[src/design/dmc_macros.svh]
// Widths, register codes, control and status bit positions, address base and output step
`ifndef DMC_MACROS_SVH
`define DMC_MACROS_SVH

// Widths
`define DMC_DATA_W          8
`define DMC_ADDR_W          16
`define DMC_LEVEL_W         7
`define DMC_PERIOD_W        9
`define DMC_RATE_W          4
`define DMC_LEN_W           12
`define DMC_REG_W           3

// Register select codes
`define DMC_REG_CTRL        3'd0
`define DMC_REG_LOAD        3'd1
`define DMC_REG_ADDR        3'd2
`define DMC_REG_LEN         3'd3
`define DMC_REG_STATUS      3'd4

// Sample address space
`define DMC_ADDR_BASE       16'hC000
`define DMC_ADDR_WRAP       16'h8000

// Control and status bit positions
`define DMC_CTRL_LOOP_BIT   6
`define DMC_CTRL_IRQ_BIT    7
`define DMC_STAT_ACTIVE_BIT 4
`define DMC_STAT_IRQ_BIT    7

`define DMC_STEP            2   // Delta applied per output bit

`endif

[src/design/dmc_pkg.sv]
// Vector types, register-select enum and rate-period table of the DMC channel
`include "dmc_macros.svh"

package dmc_pkg;

	typedef logic [`DMC_DATA_W-1:0]   dmc_byte_t;    // Bus byte
	typedef logic [`DMC_ADDR_W-1:0]   dmc_addr_t;    // Fetch address
	typedef logic [`DMC_LEVEL_W-1:0]  dmc_level_t;   // DAC level
	typedef logic [`DMC_RATE_W-1:0]   dmc_rate_t;    // Rate index
	typedef logic [`DMC_PERIOD_W-1:0] dmc_period_t;  // Audio clocks per output bit
	typedef logic [`DMC_LEN_W-1:0]    dmc_len_t;     // Bytes, value x 16 + 1

	typedef enum logic [`DMC_REG_W-1:0] {
		reg_ctrl   = `DMC_REG_CTRL,
		reg_load   = `DMC_REG_LOAD,
		reg_addr   = `DMC_REG_ADDR,
		reg_len    = `DMC_REG_LEN,
		reg_status = `DMC_REG_STATUS
	} dmc_reg_t;

	// Half of the CPU-cycle counts, so one entry is the tick spacing in aclk cycles
	localparam dmc_period_t dmc_rate_period [16] = '{
		9'd214, 9'd190, 9'd170, 9'd160,
		9'd143, 9'd127, 9'd113, 9'd107,
		9'd95,  9'd80,  9'd71,  9'd64,
		9'd53,  9'd42,  9'd36,  9'd27
	};

endpackage

[src/design/dmc_reg_decode.sv]
// DMC register decode with control, address and length registers and write strobes
`timescale 1ns/1ps
`include "dmc_macros.svh"

module dmc_reg_decode (
	input  logic               aclk,
	input  logic               rst_n,
	input  logic               reg_wr,
	input  dmc_pkg::dmc_reg_t  reg_sel,
	input  dmc_pkg::dmc_byte_t wdata,
	output dmc_pkg::dmc_rate_t rate,
	output logic               loop_mode,
	output logic               irq_en,
	output dmc_pkg::dmc_addr_t start_addr,
	output dmc_pkg::dmc_len_t  length,
	output logic               load_level_wr,
	output logic               status_wr
);
	import dmc_pkg::*;

	logic      ctrl_wr;
	logic      addr_wr;
	logic      len_wr;
	dmc_byte_t addr_reg;  // Raw sample address byte
	dmc_byte_t len_reg;   // Raw sample length byte

	assign ctrl_wr       = reg_wr && (reg_sel == reg_ctrl);
	assign load_level_wr = reg_wr && (reg_sel == reg_load);
	assign addr_wr       = reg_wr && (reg_sel == reg_addr);
	assign len_wr        = reg_wr && (reg_sel == reg_len);
	assign status_wr     = reg_wr && (reg_sel == reg_status);

	// Start address steps in 64-byte pages from the base
	assign start_addr = dmc_addr_t'(`DMC_ADDR_BASE) + dmc_addr_t'({addr_reg, 6'b00_0000});
	assign length     = {len_reg, 4'b0001};  // Value x 16 + 1

	always_ff @(posedge aclk or negedge rst_n) begin
		if (!rst_n) begin
			rate      <= '0;
			loop_mode <= 1'b0;
			irq_en    <= 1'b0;
			addr_reg  <= '0;
			len_reg   <= '0;
		end else begin
			if (ctrl_wr) begin
				rate      <= wdata[`DMC_RATE_W-1:0];
				loop_mode <= wdata[`DMC_CTRL_LOOP_BIT];
				irq_en    <= wdata[`DMC_CTRL_IRQ_BIT];
			end
			if (addr_wr)
				addr_reg <= wdata;
			if (len_wr)
				len_reg <= wdata;
		end
	end

	// A write lands in exactly one register, never none and never two
	a_one_strobe: assert property (@(posedge aclk) disable iff (!rst_n)
		reg_wr |-> $onehot({ctrl_wr, load_level_wr, addr_wr, len_wr, status_wr}));

endmodule

[src/design/dmc_rate_timer.sv]
// DMC rate timer, period down-counter from the rate table with a one-cycle tick
`timescale 1ns/1ps

module dmc_rate_timer (
	input  logic               aclk,
	input  logic               rst_n,
	input  dmc_pkg::dmc_rate_t rate,
	output logic               tick
);
	import dmc_pkg::*;

	dmc_period_t cnt;       // Cycles left until the next tick
	dmc_period_t period;    // Selected table entry
	logic        expired;

	assign period  = dmc_rate_period[rate];
	assign expired = (cnt == '0);

	// Reload at zero, so a period of P gives a tick every P cycles
	always_ff @(posedge aclk or negedge rst_n) begin
		if (!rst_n) begin
			cnt  <= '0;
			tick <= 1'b0;
		end else if (expired) begin
			cnt  <= period - 1'b1;
			tick <= 1'b1;
		end else begin
			cnt  <= cnt - 1'b1;
			tick <= 1'b0;
		end
	end

	// The shortest period is far above one, so tick never lasts two cycles
	a_tick_single: assert property (@(posedge aclk) disable iff (!rst_n)
		tick |=> !tick);

endmodule

[src/design/dmc_output_unit.sv]
// DMC output unit with sample buffer, output shifter, bit counter and delta output counter
`timescale 1ns/1ps
`include "dmc_macros.svh"

module dmc_output_unit (
	input  logic                aclk,
	input  logic                rst_n,
	input  logic                tick,
	input  logic                pcm_strobe,
	input  logic                dma_req,
	input  dmc_pkg::dmc_byte_t  pcm_data,
	input  logic                load_level_wr,
	input  dmc_pkg::dmc_level_t load_level,
	output logic                buf_empty,
	output dmc_pkg::dmc_level_t dac_out
);
	import dmc_pkg::*;

	localparam dmc_level_t step     = dmc_level_t'(`DMC_STEP);
	localparam dmc_level_t up_limit = dmc_level_t'((2 ** `DMC_LEVEL_W) - 1 - `DMC_STEP);

	dmc_byte_t  buf_data;
	logic       buf_full;
	dmc_byte_t  shift_reg;
	logic [2:0] bit_cnt;    // Bits shifted out of the current byte
	logic       silent;     // Shifter has no sample behind it
	logic       take;
	logic       reload;

	assign take      = pcm_strobe && dma_req;
	assign reload    = tick && (bit_cnt == 3'd7);  // Eighth tick of a byte
	assign buf_empty = !buf_full;

	always_ff @(posedge aclk) begin
		if (take)
			buf_data <= pcm_data;
		if (reload && buf_full)
			shift_reg <= buf_data;
		else if (tick)
			shift_reg <= {1'b0, shift_reg[7:1]};  // LSB first
	end

	always_ff @(posedge aclk or negedge rst_n) begin
		if (!rst_n) begin
			buf_full <= 1'b0;
			bit_cnt  <= '0;
			silent   <= 1'b1;
			dac_out  <= '0;
		end else begin
			if (take)
				buf_full <= 1'b1;
			else if (reload)
				buf_full <= 1'b0;  // Byte moves into the shifter
			if (tick)
				bit_cnt <= bit_cnt + 3'd1;
			if (reload)
				silent <= !buf_full;
			if (load_level_wr)
				dac_out <= load_level;  // Direct load wins over a step
			else if (tick && !silent) begin
				if (shift_reg[0] && (dac_out <= up_limit))
					dac_out <= dac_out + step;
				else if (!shift_reg[0] && (dac_out >= step))
					dac_out <= dac_out - step;
			end
		end
	end

	// A step moves the level by the step size or not at all, it never wraps
	a_step_saturates: assert property (@(posedge aclk) disable iff (!rst_n)
		(tick && !load_level_wr) |=>
			((dac_out == $past(dac_out)) ||
			 (dac_out == $past(dac_out) + `DMC_STEP) ||
			 (dac_out + `DMC_STEP == $past(dac_out))));

endmodule

[src/design/dmc_fetch_unit.sv]
// DMC fetch unit with address and byte counters, fetch request, loop, interrupt and status
`timescale 1ns/1ps
`include "dmc_macros.svh"

module dmc_fetch_unit (
	input  logic               aclk,
	input  logic               rst_n,
	input  logic               buf_empty,
	input  logic               pcm_strobe,
	input  logic               status_wr,
	input  logic               enable_bit,
	input  logic               irq_en,
	input  logic               loop_mode,
	input  dmc_pkg::dmc_addr_t start_addr,
	input  dmc_pkg::dmc_len_t  length,
	output logic               dma_req,
	output dmc_pkg::dmc_addr_t dmc_addr,
	output logic               irq,
	output dmc_pkg::dmc_byte_t status
);
	import dmc_pkg::*;

	dmc_addr_t addr_cnt;
	dmc_len_t  bytes_left;   // Remaining fetches
	logic      take;         // Fetch answered this cycle
	logic      active;
	logic      last_byte;
	logic      disable_wr;
	dmc_addr_t addr_next;

	assign take       = dma_req && pcm_strobe;
	assign active     = (bytes_left != '0);
	assign last_byte  = take && (bytes_left == dmc_len_t'(1));
	assign disable_wr = status_wr && !enable_bit;
	assign dmc_addr   = addr_cnt;

	// FFFF rolls over into the upper half of the CPU space
	assign addr_next = (addr_cnt == '1) ? dmc_addr_t'(`DMC_ADDR_WRAP) : addr_cnt + 1'b1;

	always_comb begin
		status = '0;
		status[`DMC_STAT_ACTIVE_BIT] = active;
		status[`DMC_STAT_IRQ_BIT]    = irq;
	end

	always_ff @(posedge aclk or negedge rst_n) begin
		if (!rst_n) begin
			addr_cnt   <= dmc_addr_t'(`DMC_ADDR_BASE);
			bytes_left <= '0;
		end else if (disable_wr) begin
			bytes_left <= '0;  // Playback stops
		end else if (status_wr && !active) begin
			addr_cnt   <= start_addr;  // Restart from the registers
			bytes_left <= length;
		end else if (take) begin
			if (last_byte && loop_mode) begin
				addr_cnt   <= start_addr;
				bytes_left <= length;
			end else begin
				addr_cnt   <= addr_next;
				bytes_left <= bytes_left - 1'b1;
			end
		end
	end

	always_ff @(posedge aclk or negedge rst_n) begin
		if (!rst_n) begin
			dma_req <= 1'b0;
			irq     <= 1'b0;
		end else begin
			if (disable_wr || take)
				dma_req <= 1'b0;
			else if (buf_empty && active)
				dma_req <= 1'b1;  // Held until answered
			if (status_wr || !irq_en)
				irq <= 1'b0;
			else if (last_byte && !loop_mode)
				irq <= 1'b1;  // End of sample
		end
	end

	// A pending request always has bytes left behind it
	a_no_req_when_done: assert property (@(posedge aclk) disable iff (!rst_n)
		dma_req |-> active);

endmodule

[src/design/dmc_channel.sv]
// DMC channel top level connecting register decode, rate timer, output unit and fetch unit
`timescale 1ns/1ps
`include "dmc_macros.svh"

module dmc_channel (
	input  logic                aclk,
	input  logic                rst_n,
	input  logic                reg_wr,
	input  dmc_pkg::dmc_reg_t   reg_sel,
	input  dmc_pkg::dmc_byte_t  wdata,
	input  logic                pcm_strobe,
	input  dmc_pkg::dmc_byte_t  pcm_data,
	output logic                dma_req,
	output dmc_pkg::dmc_addr_t  dmc_addr,
	output dmc_pkg::dmc_level_t dac_out,
	output logic                irq,
	output dmc_pkg::dmc_byte_t  status
);
	import dmc_pkg::*;

	dmc_rate_t rate;
	logic      loop_mode;
	logic      irq_en;
	dmc_addr_t start_addr;
	dmc_len_t  length;
	logic      load_level_wr;
	logic      status_wr;
	logic      tick;
	logic      buf_empty;

	dmc_reg_decode u_reg_decode (
		.aclk          (aclk),
		.rst_n         (rst_n),
		.reg_wr        (reg_wr),
		.reg_sel       (reg_sel),
		.wdata         (wdata),
		.rate          (rate),
		.loop_mode     (loop_mode),
		.irq_en        (irq_en),
		.start_addr    (start_addr),
		.length        (length),
		.load_level_wr (load_level_wr),
		.status_wr     (status_wr)
	);

	dmc_rate_timer u_rate_timer (
		.aclk  (aclk),
		.rst_n (rst_n),
		.rate  (rate),
		.tick  (tick)
	);

	dmc_output_unit u_output_unit (
		.aclk          (aclk),
		.rst_n         (rst_n),
		.tick          (tick),
		.pcm_strobe    (pcm_strobe),
		.dma_req       (dma_req),
		.pcm_data      (pcm_data),
		.load_level_wr (load_level_wr),
		.load_level    (wdata[`DMC_LEVEL_W-1:0]),        // Direct load value
		.buf_empty     (buf_empty),
		.dac_out       (dac_out)
	);

	dmc_fetch_unit u_fetch_unit (
		.aclk       (aclk),
		.rst_n      (rst_n),
		.buf_empty  (buf_empty),
		.pcm_strobe (pcm_strobe),
		.status_wr  (status_wr),
		.enable_bit (wdata[`DMC_STAT_ACTIVE_BIT]),        // Enable shares the active bit
		.irq_en     (irq_en),
		.loop_mode  (loop_mode),
		.start_addr (start_addr),
		.length     (length),
		.dma_req    (dma_req),
		.dmc_addr   (dmc_addr),
		.irq        (irq),
		.status     (status)
	);

endmodule

[config.mk]
export PLATFORM = sky130hd
export DESIGN_NAME = dmc_channel
export DESIGN_NICKNAME = d
export VERILOG_FILES = /design/src/design/dmc_pkg.sv /design/src/design/dmc_reg_decode.sv /design/src/design/dmc_rate_timer.sv /design/src/design/dmc_output_unit.sv /design/src/design/dmc_fetch_unit.sv /design/src/design/dmc_channel.sv
export VERILOG_INCLUDE_DIRS = /design/src /design/src/design
export SDC_FILE = /design/constraint.sdc
export NUM_CORES = 1
export LEC_CHECK = 0
export BUFFER_PORTS_ARGS = -buffer_cell sky130_fd_sc_hd__buf_4
export CAP_MARGIN = 30
export CORE_MARGIN = 5
export CORE_UTILIZATION = 55
export CTS_CLUSTER_DIAMETER = 200
export DETAILED_ROUTE_END_ITERATION = 10
export HOLD_SLACK_MARGIN = 0.02
export PLACE_DENSITY = 0.76
export SYNTH_ARGS = -nofsm -noshare
export SYNTH_HDL_FRONTEND = slang
export SYNTH_SLANG_ARGS = --single-unit
[constraint.sdc]
create_clock -name aclk -period 7.8 [get_ports aclk]
set_clock_uncertainty 0.05 [all_clocks]
set_input_delay 0.39 -clock aclk [delete_from_list [all_inputs] [get_ports aclk]]
set_output_delay 0.39 -clock aclk [all_outputs]
set_load 0.01 [all_outputs]
# Word level (Yosys, flattened, before mapping)
# Memory sizes are Yosys's and may differ from the RTL's.
# Index checks and enable logic that the tools add are counted.
[word_totals] input_bits=23 rom_bits=144 memories=1 regBits=90 output_inout_bits=33
[op_classes] n_eq_ne=7 n_lt_le_gt_ge=3 add_sub_neg=8 n_bitwise=2 reduce_logical=39 muxes=24
[memory_table] memory="(no name shown)" words=16 width=9 read_ports=1 rd_clocked_by_memory_dff=0 wr=0 line="dmc_rate_timer.sv:16" source="assign period = dmc_rate_period[rate];"
[ops] op="$mux 16" n=4
[ops] op="$mux 12" n=4
[ops] op="$mux 7" n=4
[ops] op="$mux 9" n=3
[ops] op="$sub 9x1->9 const B" n=2
[ops] op="$logic_and 1x1->1" n=17
[ops] op="$add 15x15->16 const A" n=1
[ops] op="$add 16x1->16 const B" n=1
[ops] op="$eq 16x16->1 const B" n=1
[ops] op="$mux 8" n=2
[ops] op="$eq 12x1->1 const B" n=1
[ops] op="$reduce_bool 12->1" n=1
[ops] op="$reduce_bool 2->1" n=6
[ops] op="$sub 12x1->12 const B" n=1
[ops] op="$logic_not 9->1" n=1
[ops] op="$add 7x2->7 const B" n=1
[ops] op="$ge 7x2->1 const B" n=1
[ops] op="$le 7x7->1 const B" n=1
[ops] op="$logic_not 1->1" n=7
[ops] op="$mux 1" n=7
[ops] op="$sub 7x2->7 const B" n=1
[ops] op="$eq 3x2->1 const B" n=2
[ops] op="$eq 3x3->1 const B" n=2
[ops] op="$reduce_bool 3->1" n=2
[ops] op="other kinds (8)" n=10

# Logic depth before layout (Yosys ltp)
# Gate-level depths: netlist (run 1).
[depth] depth_word=7 depth_mapped=10 mapped_depth_nobuf=10

# Hierarchy
# From an unflattened synthesis (run 1), not the netlist that was laid out.
[hier_totals] cells_unflattened=510 area_unflattened_um2=5306.3
[by_module_without_submodules] module="dmc_fetch_unit" area_each_um2=2135.8 cells_each=246 n_inst=1 seq_area_each_um2=753.2
[by_module_without_submodules] module="dmc_output_unit" area_each_um2=1350.0 cells_each=106 n_inst=1 seq_area_each_um2=782.0
[by_module_without_submodules] module="dmc_reg_decode" area_each_um2=973.4 cells_each=65 n_inst=1 seq_area_each_um2=550.5
[by_module_without_submodules] module="dmc_rate_timer" area_each_um2=847.1 cells_each=93 n_inst=1 seq_area_each_um2=250.2

# Worst setup path after synthesis (run 1)
# No wires, ideal clock.
[synth_timing] path_type="reg2reg" start="register u_reg_decode.rate[2]" end="register u_rate_timer.cnt[6]" period_less_slack_ns=2.446 n_path_buf=1 path_stages_with_launch=11 slack_ns=5.354 arrival_ns=2.267 setup_time_ns=0.129 cell_sequence="dfrtp_1 > buf_1 > inv_1 > ha_1 > a22o_1 > a21oi_1 > ha_1 > nor3b_1 > nor2b_1 > nand3_1 > xor2_1"
[synth_between] elab_chain_cells=6
[synth_lines] element="start, declared" line="dmc_reg_decode.sv:11" source="output dmc_pkg::dmc_rate_t rate,"
[synth_lines] element="start signal, assigned" line="dmc_reg_decode.sv:46" source="rate <= wdata[`DMC_RATE_W-1:0];"
[synth_lines] element="$not 4->5 (not written as such)" line="dmc_rate_timer.sv:16"
[synth_lines] element="$mem_v2 16x9"
[synth_lines] element="$mux 9 (not written as such) (2 in series)" line="dmc_rate_timer.sv:16"
[synth_lines] element="$sub 9x1->9" line="dmc_rate_timer.sv:25" source="cnt <= period - 1'b1;"
[synth_lines] element="$mux 9" line="dmc_rate_timer.sv:24" source="end else if (expired) begin"
[synth_lines] element="end signal, assigned" line="dmc_rate_timer.sv:25"
[synth_lines] element="end signal, assigned" line="dmc_rate_timer.sv:28" source="cnt <= cnt - 1'b1;"
[synth_lines] element="end, declared" line="dmc_rate_timer.sv:12" source="dmc_period_t cnt;"
# Every way passes these cells. The select of a mux whose other input is x is not followed.
# A chain may end at the register's enable or synchronous reset.

# Worst setup path after layout (run 1)
[layout_timing] start="register u_fetch_unit.dma_req" end="register u_fetch_unit.addr_cnt[8], in the netlist u_fetch_unit.dmc_addr[8]"
[layout_between] elab_chain_cells=6 word_cells_on_any_way=8 cone_classes="3 x mux; 5 x reduce/logical"
[layout_lines] element="start, declared" line="dmc_fetch_unit.sv:16" source="output logic dma_req,"
[layout_lines] element="start signal, assigned" line="dmc_fetch_unit.sv:68" source="dma_req <= 1'b0;"
[layout_lines] element="start signal, assigned" line="dmc_fetch_unit.sv:72" source="dma_req <= 1'b0;"
[layout_lines] element="start signal, assigned" line="dmc_fetch_unit.sv:74" source="dma_req <= 1'b1;"
[layout_lines] element="$logic_and 1x1->1 (*)" line="dmc_fetch_unit.sv:31" source="assign take = dma_req && pcm_strobe;"
[layout_lines] element="net u_fetch_unit.take" line="dmc_fetch_unit.sv:25" source="logic take;"
[layout_lines] element="$logic_and 1x1->1" line="dmc_fetch_unit.sv:33" source="assign last_byte = take && (bytes_left == dmc_len_t'(1));"
[layout_lines] element="$logic_and 1x1->1" line="dmc_fetch_unit.sv:56" source="if (last_byte && loop_mode) begin"
[layout_lines] element="$mux 16" line="dmc_fetch_unit.sv:56"
[layout_lines] element="$mux 16" line="dmc_fetch_unit.sv:55" source="end else if (take) begin"
[layout_lines] element="$mux 16" line="dmc_fetch_unit.sv:52" source="end else if (status_wr && !active) begin"
[layout_lines] element="end signal, assigned" line="dmc_fetch_unit.sv:53" source="addr_cnt <= start_addr;"
[layout_lines] element="end signal, assigned" line="dmc_fetch_unit.sv:57" source="addr_cnt <= start_addr;"
[layout_lines] element="end signal, assigned" line="dmc_fetch_unit.sv:60" source="addr_cnt <= addr_next;"
[layout_lines] element="end, declared" line="dmc_fetch_unit.sv:23" source="dmc_addr_t addr_cnt;"
# The timed path passes the listed nets; every way through them passes the cells marked *. The select of a mux whose other input is x is not followed.

==> results of run 1 <==
-- cells by family after synthesis --
group / Yosys count / synth area share, %
AO/OA/AOI/OAI: 119 / 15.95
XOR/XNOR: 13 / 2.278
adder cells (fa/ha/maj): 18 / 4.507
buffers and inverters: 44 / 4.206
flip-flops: 90 / 46.75
multiplexers: 41 / 8.938
other: 1 / 0.07504
AND/OR/NAND/NOR: 150 / 17.30
-- worst register-to-register path: cells and delay by family, from the launching register on --
kind / cells / cell delay (ps)
AO/OA/AOI/OAI: 2 / 780
flip-flops: 1 / 410
AND/OR/NAND/NOR: 3 / 1070
buffers and inverters: 1 / 260
-- cells in the mapped netlist (8+ instances only) --
cell	number	area share [%]
dfrtp_1	71	36
a21oi_1	34	3.4
mux2_2	29	6.5
nand2_1	28	2.1
nor2_1	28	2.1
inv_1	22	1.7
o21ai_0	21	2.1
ha_1	18	4.5
nand3_1	17	1.7
edfxtp_1	16	9.6
mux2i_1	12	2.4
nor3_1	11	1.1
buf_4	10	1.5
xnor2_1	10	1.8
a31oi_1	8	1.0
nand4_1	8	1.0
-- stage by stage --
stage,cell area [sq um],setup WS (ps),utilization [%],hold WS (ps),instances
final,5625,5100,63.88,159.6,635
after global routing,5625,4924,63.88,147.6,635
after CTS,5588,5165,63.46,153.1,633
after detailed placement,5399,5083,61.31,377.8,617
after global placement,5399,5193,61.31,372.9,617
after floorplan,5016,5354,-,44.41,481
-- power breakdown --
part | total, mW | switching, mW | internal (mW)
Clock | 0.301 | 0.167 | 0.135
Combinational | 0.436 | 0.232 | 0.204
Sequential | 0.650 | 0.0941 | 0.556
Total | 1.39 | 0.493 | 0.895
-- layout make-up --
class	count	area (sq um)	area share [%]
clock buffer	10	148.9	2.647
clock inverter	6	40.04	0.7117
inverter	22	82.58	1.468
multi-input combinational	347	2470	43.91
sequential	90	2336	41.53
tap	108	135.1	2.402
timing repair buffer	52	412.9	7.340
-- path summary, 6_finish.rpt --
path / from / to / depth (start not counted)
hold reg to reg: u_rate_timer.cnt[0]$_DFF_PN0_ / u_rate_timer.cnt[0]$_DFF_PN0_ / 1
hold / removal: pcm_data[2] / u_output_unit.buf_data[2]$_DFFE_PP_ / 1
min in group asynchronous: rst_n / u_rate_timer.cnt[6]$_DFF_PN0_ / 2
setup / recovery: u_fetch_unit.dma_req$_DFFE_PN0P_ / u_fetch_unit.dmc_addr[8]$_DFFE_PN0P_ / 6
max in group asynchronous: rst_n / u_output_unit.silent$_DFFE_PN1P_ / 3
setup reg to reg: u_fetch_unit.dma_req$_DFFE_PN0P_ / u_fetch_unit.dmc_addr[8]$_DFFE_PN0P_ / 6
-- per-layer routing --
layer / up-vias / track usage, %
li1: 1853 / -
met1: 1911 / 28.50
met2: 134 / 34.52
met3: 16 / 3.240
met4: 0 / 5.811
met5: - / 0
==> impl_metrics.ini, run 1 <==
[setup_path]
path_delay_family = simple AND/OR/NAND/NOR gates
crit_path_max_fanout = 24
critical_path_class = reg2reg
crit_path_start_kind = register
critPathBufInv = 1
arrival_ps = 2890
cp_slowest_stage_delay_ps = 740
critPathSlowestCell = or2_1
end_kind = register
rrSetupSlack_ps = 5100
required_ps = 7990
path_cells = nand2_1, inv_1, a41oi_1, or2_1, nor2_1, a221o_1

[synthesis]
yosysWarnings = 0
synth_area_sq_um = 4997
synth_cells = 476
synth.avg_cell_area_sq_um = 10.50
synth_cell_types = 76
synth_seq_area_share_pct = 46.75
ys_ff_latch = 90
synth-edff-count = 16
synthArstFlopShare_pct = 82.22
synthFlopType = dfrtp_1

[final_layout]
synthToLayoutAreaGrowth_pct = 12.57
drive_above_1_share_pct = 21.25
final_cell_mix = 71 x dfrtp_1, 50 x buf_4, 34 x a21oi_1
largest_reg_flops = 16
fillCellCount = 699
layout.nets = 563
n_antenna_cell = 0
layout_commonest_cell = dfrtp_1

[route]
drc = 0
drt-pass1-iter-count = 5
wirelength_microns = 11370
met3WireLength_microns = 643
routed.top_layer = met4
drtIter0Drc = 247
via_per_inst = 6.164
wire_per_inst_microns = 17.90
ant_nets = 0
num_vias = 3914
wl_met2_microns = 5614
drt-met1-wl_microns = 4969

[flow_run]
drv_cap = 0

[die]
initial_core_util_pct = 56.75
die_y_microns = 105.3
rows = 34
io_pins = 56
die_area_sq_um = 11090
core_area_sq_um = 8806
fp.dieW_microns = 105.3

[sta]
post-route-period-util_pct = 34.61
period_minus_slack_ps = 2700
setup_viol = 0
relSlewSlack_pct = 41.56
rsz0062_at_grt = false
tightest_slew_ps = 876.5
hold_viol_final = 0
drv_slew = 0
max_freq_mhz = 370.4
setup_tns_ps = 0

[cts]
cts-buffers-inserted = 9
cts_resized = 0
clock_tree.root_cell = clkbuf_8
htreeDepth = 3
clockBufferDepth = 2
clk_latency_ps = 350
clock-sinks = 90
clkTransAtPathRegs_ps = 90
tritoncts = done
postCtsSetupRepairBufs = 0
holdBufCountCts = 0

[placed_design]
port_buffers = 49
dp_hpwl_microns = 8164
routabilityCongestion = 0.8710

[run_status]
status = completed

[power_and_ir_drop]
cellLeakagePower_nw = 2.438
p_total_mw = 1.387
ir_drop_uv = 158.4
power.density_nw_per_um2 = 246.6

[hold_path]
hp-class = in2reg

[global_route]
grt_pass1_vias = 3791
grt_max_degree = 75
overflow = 0
grt_pass1_wl_microns = 18890
antenna_found_initial = 0
grt.total_usage_pct = 20.82
Note: power is estimated with default switching activity, not from simulation.
==> run 2: changes to the inputs <==
- clock period: 7.8 -> 2.6 ns (I/O delays scaled with it)
==> impl_metrics.ini, run 2 (synthesized netlist as in run 1, its figures left out) <==
[run_status]
status = completed

[setup_path]
end_kind = register
crit_path_start_kind = register
r2r_cells = 8
crit_path_max_fanout = 4
rrSetupSlack_ps = 190
required_ps = 2840
critical_path_class = reg2reg
arrival_ps = 2660
r2r-start = u_rate_timer.cnt[4]$_DFF_PN0_
regToRegEndpoint = u_rate_timer.cnt[6]$_DFF_PN0_

[die]
initial_core_util_pct = 56.75
rows = 34
die_y_microns = 105.3
die_area_sq_um = 11090
io_pins = 56
core_area_sq_um = 8806
fp.dieW_microns = 105.3

[cts]
htreeDepth = 3
postCtsSetupRepairBufs = 0
cts-buffers-inserted = 9
clockBufferDepth = 2
clock_tree.root_cell = clkbuf_8
clk_latency_ps = 370
tritoncts = done
clkTransAtPathRegs_ps = 90
clock-sinks = 90

[final_layout]
final_cell_mix = 71 x dfrtp_1, 65 x buf_4, 34 x a21oi_1
drive_above_1_share_pct = 23.26
layout_commonest_cell = dfrtp_1
regArea_sq_um = 2336
fillCellCount = 661
largest_reg_flops = 16
n_antenna_cell = 0
stdcell_area_sq_um = 5973
synthToLayoutAreaGrowth_pct = 19.53
multi_input_area_sq_um = 2490
finalNonFillerCells = 667
layout.nets = 595

[power_and_ir_drop]
cellLeakagePower_nw = 2.610
ir_drop_uv = 451.8
power.density_nw_per_um2 = 741.8

[route]
wirelength_microns = 11420
drt-pass1-iter-count = 4
wire_per_inst_microns = 17.12
drc = 0
ant_nets = 0
num_vias = 3997
drtIter0Drc = 183
via_per_inst = 5.993

[global_route]
grt_pass1_wl_microns = 19400
grt_max_degree = 75
antenna_found_initial = 0
grt.total_usage_pct = 21.16
grt_pass1_vias = 4030
overflow = 0

[sta]
hold_viol_final = 0
period_minus_slack_ps = 2410
tightest_slew_ps = 688.0
max_freq_mhz = 414.9
relSlewSlack_pct = 53.96
drv_slew = 0
setup_viol = 0
setup_tns_ps = 0
rsz0062_at_grt = false
post-route-period-util_pct = 92.70

[hold_path]
hp-class = in2async

[placed_design]
port_buffers = 49
place_inst = 632
routabilityCongestion = 0.9313
place_area_sq_um = 5512
dp_hpwl_microns = 8162

[flow_run]
drv_cap = 0
==> run 2: layout make-up <==
type,count,share of cell area (%)
Tap cell,108,2.262
Clock buffer,10,2.493
Timing Repair Buffer,84,11.65
Multi-Input combinational cell,347,41.68
Inverter,22,1.382
Clock inverter,6,1.424
Sequential cell,90,39.11
==> run 2: worst max-delay path, stage by stage (launching register included) <==
cell	delay (ps)
dfrtp_1	420
or4_1	550
nor4_1	370
a21oi_1	160
ha_1	240
nor3b_2	160
nor2b_2	160
nand3_1	90
xor2_1	140
==> run 2: worst max path at each step <==
stage | endpoint | slack [ps] | cells past startpoint | startpoint
final | u_rate_timer.cnt[6]$_DFF_PN0_ | 190 | 8 | u_rate_timer.cnt[4]$_DFF_PN0_
after global routing | u_rate_timer.cnt[8]$_DFF_PN0_ | 20 | 8 | u_rate_timer.cnt[4]$_DFF_PN0_
after CTS | u_rate_timer.cnt[6]$_DFF_PN0_ | 80 | 10 | u_reg_decode.rate[0]$_DFFE_PN0P_
after detailed placement | u_rate_timer.cnt[6]$_DFF_PN0_ | 90 | 10 | u_reg_decode.rate[0]$_DFFE_PN0P_
after global placement | u_rate_timer.cnt[6]$_DFF_PN0_ | 200 | 10 | u_reg_decode.rate[0]$_DFFE_PN0P_
after floorplan | u_rate_timer.cnt[6]$_DFF_PN0_ | 150 | 10 | u_reg_decode.rate[2]$_DFFE_PN0P_
==> run 2: routing by layer <==
layer	vias up	GRT usage, %	wire [microns]
met5	-	0	0
met4	0	5.811	161
met3	15	3.851	572
met2	113	34.84	5569
met1	1958	28.85	5112
li1	1911	-	-
==> run 2: through the flow <==
stage | hold slack (ps) | util (%) | total power, mW | setup slack (ps)
2_1_floorplan | -215.6 | - | 2.880 | 154.3
3_3_place_gp | 261.0 | 62.59 | 3.228 | 199.4
3_5_place_dp | 260.5 | 62.59 | 3.275 | 91.06
4_1_cts | 101.5 | 67.29 | 4.421 | 84.75
5_1_grt | 43.24 | 67.83 | 4.712 | 15.47
6_report | 40.89 | 67.83 | 4.431 | 189.8
==> run 2: where the power goes <==
group / internal, mW / switching (mW) / leakage (nW)
Sequential: 1.67 / 0.250 / 1.06
Clock: 0.601 / 0.521 / 0.122
Combinational: 0.657 / 0.735 / 1.43
==> run 2: what timing repair did <==
item,in CTS,in global routing
resized for setup,0,3
setup endpoints to repair,0,2
hold endpoints to repair,104,0
hold buffers,18,0
==> run 3: changes to the inputs <==
- CTS_CLUSTER_DIAMETER: 200 -> 30
- PLACE_DENSITY: 0.76 -> 0.73
==> impl_metrics.ini, run 3 (synthesized netlist as in run 1, its figures left out) <==
[run_status]
status = completed

[sta]
tightest_slew_ps = 637.1
relSlewSlack_pct = 57.37
whs_ps = 43.15
drv_slew = 0
post-route-period-util_pct = 90.23
max_freq_mhz = 426.3
setup_viol = 0
hold_viol_final = 0
period_minus_slack_ps = 2346
rsz0062_at_grt = false
setup_tns_ps = 0

[setup_path]
crit_path_start_kind = register
rrSetupSlack_ps = 250
critPathSlowestCell = or4_1
path_cells = or4_1, nor4_2, buf_4, a21oi_1, ha_1, nor3b_2, nor2b_2, nand4_1, xnor2_1
required_ps = 2820
crit_path_max_fanout = 4
critical_path_class = reg2reg
end_kind = register
cp_slowest_stage_delay_ps = 570
endpoint = u_rate_timer.cnt[8]$_DFF_PN0_
r2r_cells = 9
path_depth = 9
r2r-start = u_rate_timer.cnt[4]$_DFF_PN0_
arrival_ps = 2560
startpoint = u_rate_timer.cnt[4]$_DFF_PN0_
critPathBufInv = 1
regToRegEndpoint = u_rate_timer.cnt[8]$_DFF_PN0_
path_delay_family = simple AND/OR/NAND/NOR gates

[power_and_ir_drop]
netSwitchingPower_mw = 1.462
power.density_nw_per_um2 = 702.4
power_frac_comb_pct = 33.6
p_total_mw = 4.125
internal-power_mw = 2.663
netSwitchingFraction_pct = 35.43
cellLeakagePower_nw = 2.559
pwr-share-seq_pct = 47.0
pwr-share-clk_pct = 19.4
ir_drop_uv = 477.4

[die]
fp.dieW_microns = 105.3
initial_core_util_pct = 56.75
core_area_sq_um = 8806
io_pins = 56
rows = 34
die_area_sq_um = 11090
die_y_microns = 105.3

[global_route]
overflow = 0
antenna_found_initial = 0
grt.total_usage_pct = 20.92
grt_max_degree = 75
grt_pass1_vias = 3993
grt_pass1_wl_microns = 19150

[cts]
clock_tree.root_cell = clkbuf_8
clkTransAtPathRegs_ps = 80
cts-buffers-inserted = 9
htreeDepth = 3
clk_latency_ps = 350
postCtsSetupRepairBufs = 0
clock-sinks = 90
tritoncts = done
clockBufferDepth = 2

[route]
via_per_inst = 6.069
wirelength_microns = 11320
drtIter0Drc = 231
num_vias = 4030
drc = 0
drt-pass1-iter-count = 5
ant_nets = 0
wire_per_inst_microns = 17.05

[final_layout]
synthToLayoutAreaGrowth_pct = 17.53
final_cell_mix = 71 x dfrtp_1, 64 x buf_4, 34 x a21oi_1
regArea_sq_um = 2336
drive_above_1_share_pct = 23.02
multi_input_area_sq_um = 2496
layout_commonest_cell = dfrtp_1
largest_reg_flops = 16
layout.nets = 592
fillCellCount = 688
n_antenna_cell = 0

[hold_path]
hp-class = in2reg

[placed_design]
dp_hpwl_microns = 8282
routabilityCongestion = 0.8423
port_buffers = 49

[flow_run]
drv_cap = 0
[run 3: worst min path at each step]
stage                 from                                      to  slack, ps  cells after the start
2_1_floorplan        rst_n  u_fetch_unit.bytes_left[0]$_DFFE_PN0P_       -220                      0
6_report          wdata[4]    u_reg_decode.addr_reg[4]$_DFFE_PN0P_         40                      2
4_1_cts           wdata[4]    u_reg_decode.addr_reg[4]$_DFFE_PN0P_         30                      2
5_1_grt           wdata[4]    u_reg_decode.addr_reg[4]$_DFFE_PN0P_         40                      2
3_5_place_dp   pcm_data[7]     u_output_unit.buf_data[7]$_DFFE_PP_        260                      1
3_3_place_gp   pcm_data[1]     u_output_unit.buf_data[1]$_DFFE_PP_        260                      1
[run 3: power groups by stage]
stage | Combinational, mW | Clock, mW | Sequential (mW)
2_1_floorplan | 0.983 | 0 | 1.90
3_3_place_gp | 1.29 | 0 | 1.93
3_5_place_dp | 1.33 | 0 | 1.95
4_1_cts | 1.36 | 0.823 | 1.92
5_1_grt | 1.56 | 0.885 | 1.98
6_report | 1.39 | 0.801 | 1.94
[run 3: layout make-up]
class | instances | share of cell area, %
Multi-Input combinational cell | 347 | 42.50
Clock buffer | 12 | 2.301
Inverter | 22 | 1.406
Clock inverter | 4 | 0.3409
Tap cell | 108 | 2.301
Sequential cell | 90 | 39.77
Timing Repair Buffer | 81 | 11.38
[run 3: per-layer routing]
layer  vias up  track usage (%)  routed length (microns)
met1      1954            28.83                     5117
met2       145            34.06                     5465
met3        19            2.934                      576
met5         -                0                        0
met4         0            7.216                      159
li1       1912                -                        -
[run 3: timing repair]
| item | 4_1_cts | 5_1_grt |
|---|---|---|
| endpoints found under the hold margin | 95 | 0 |
| gates resized for setup | 0 | 5 |
| hold buffers | 16 | 0 |
| endpoints found under the setup margin | 0 | 3 |
[run 3: stage by stage]
stage / utilization [%] / cell area (sq um) / instances / worst slack, ps
finish: 66.70 / 5873 / 664 / 254.1
global route: 66.70 / 5873 / 664 / 56.56
detailed placement: 62.50 / 5504 / 631 / 58.34
global placement: 62.50 / 5504 / 631 / 177.7
floorplan: - / 5016 / 481 / 154.3
CTS: 66.08 / 5819 / 663 / 59.16
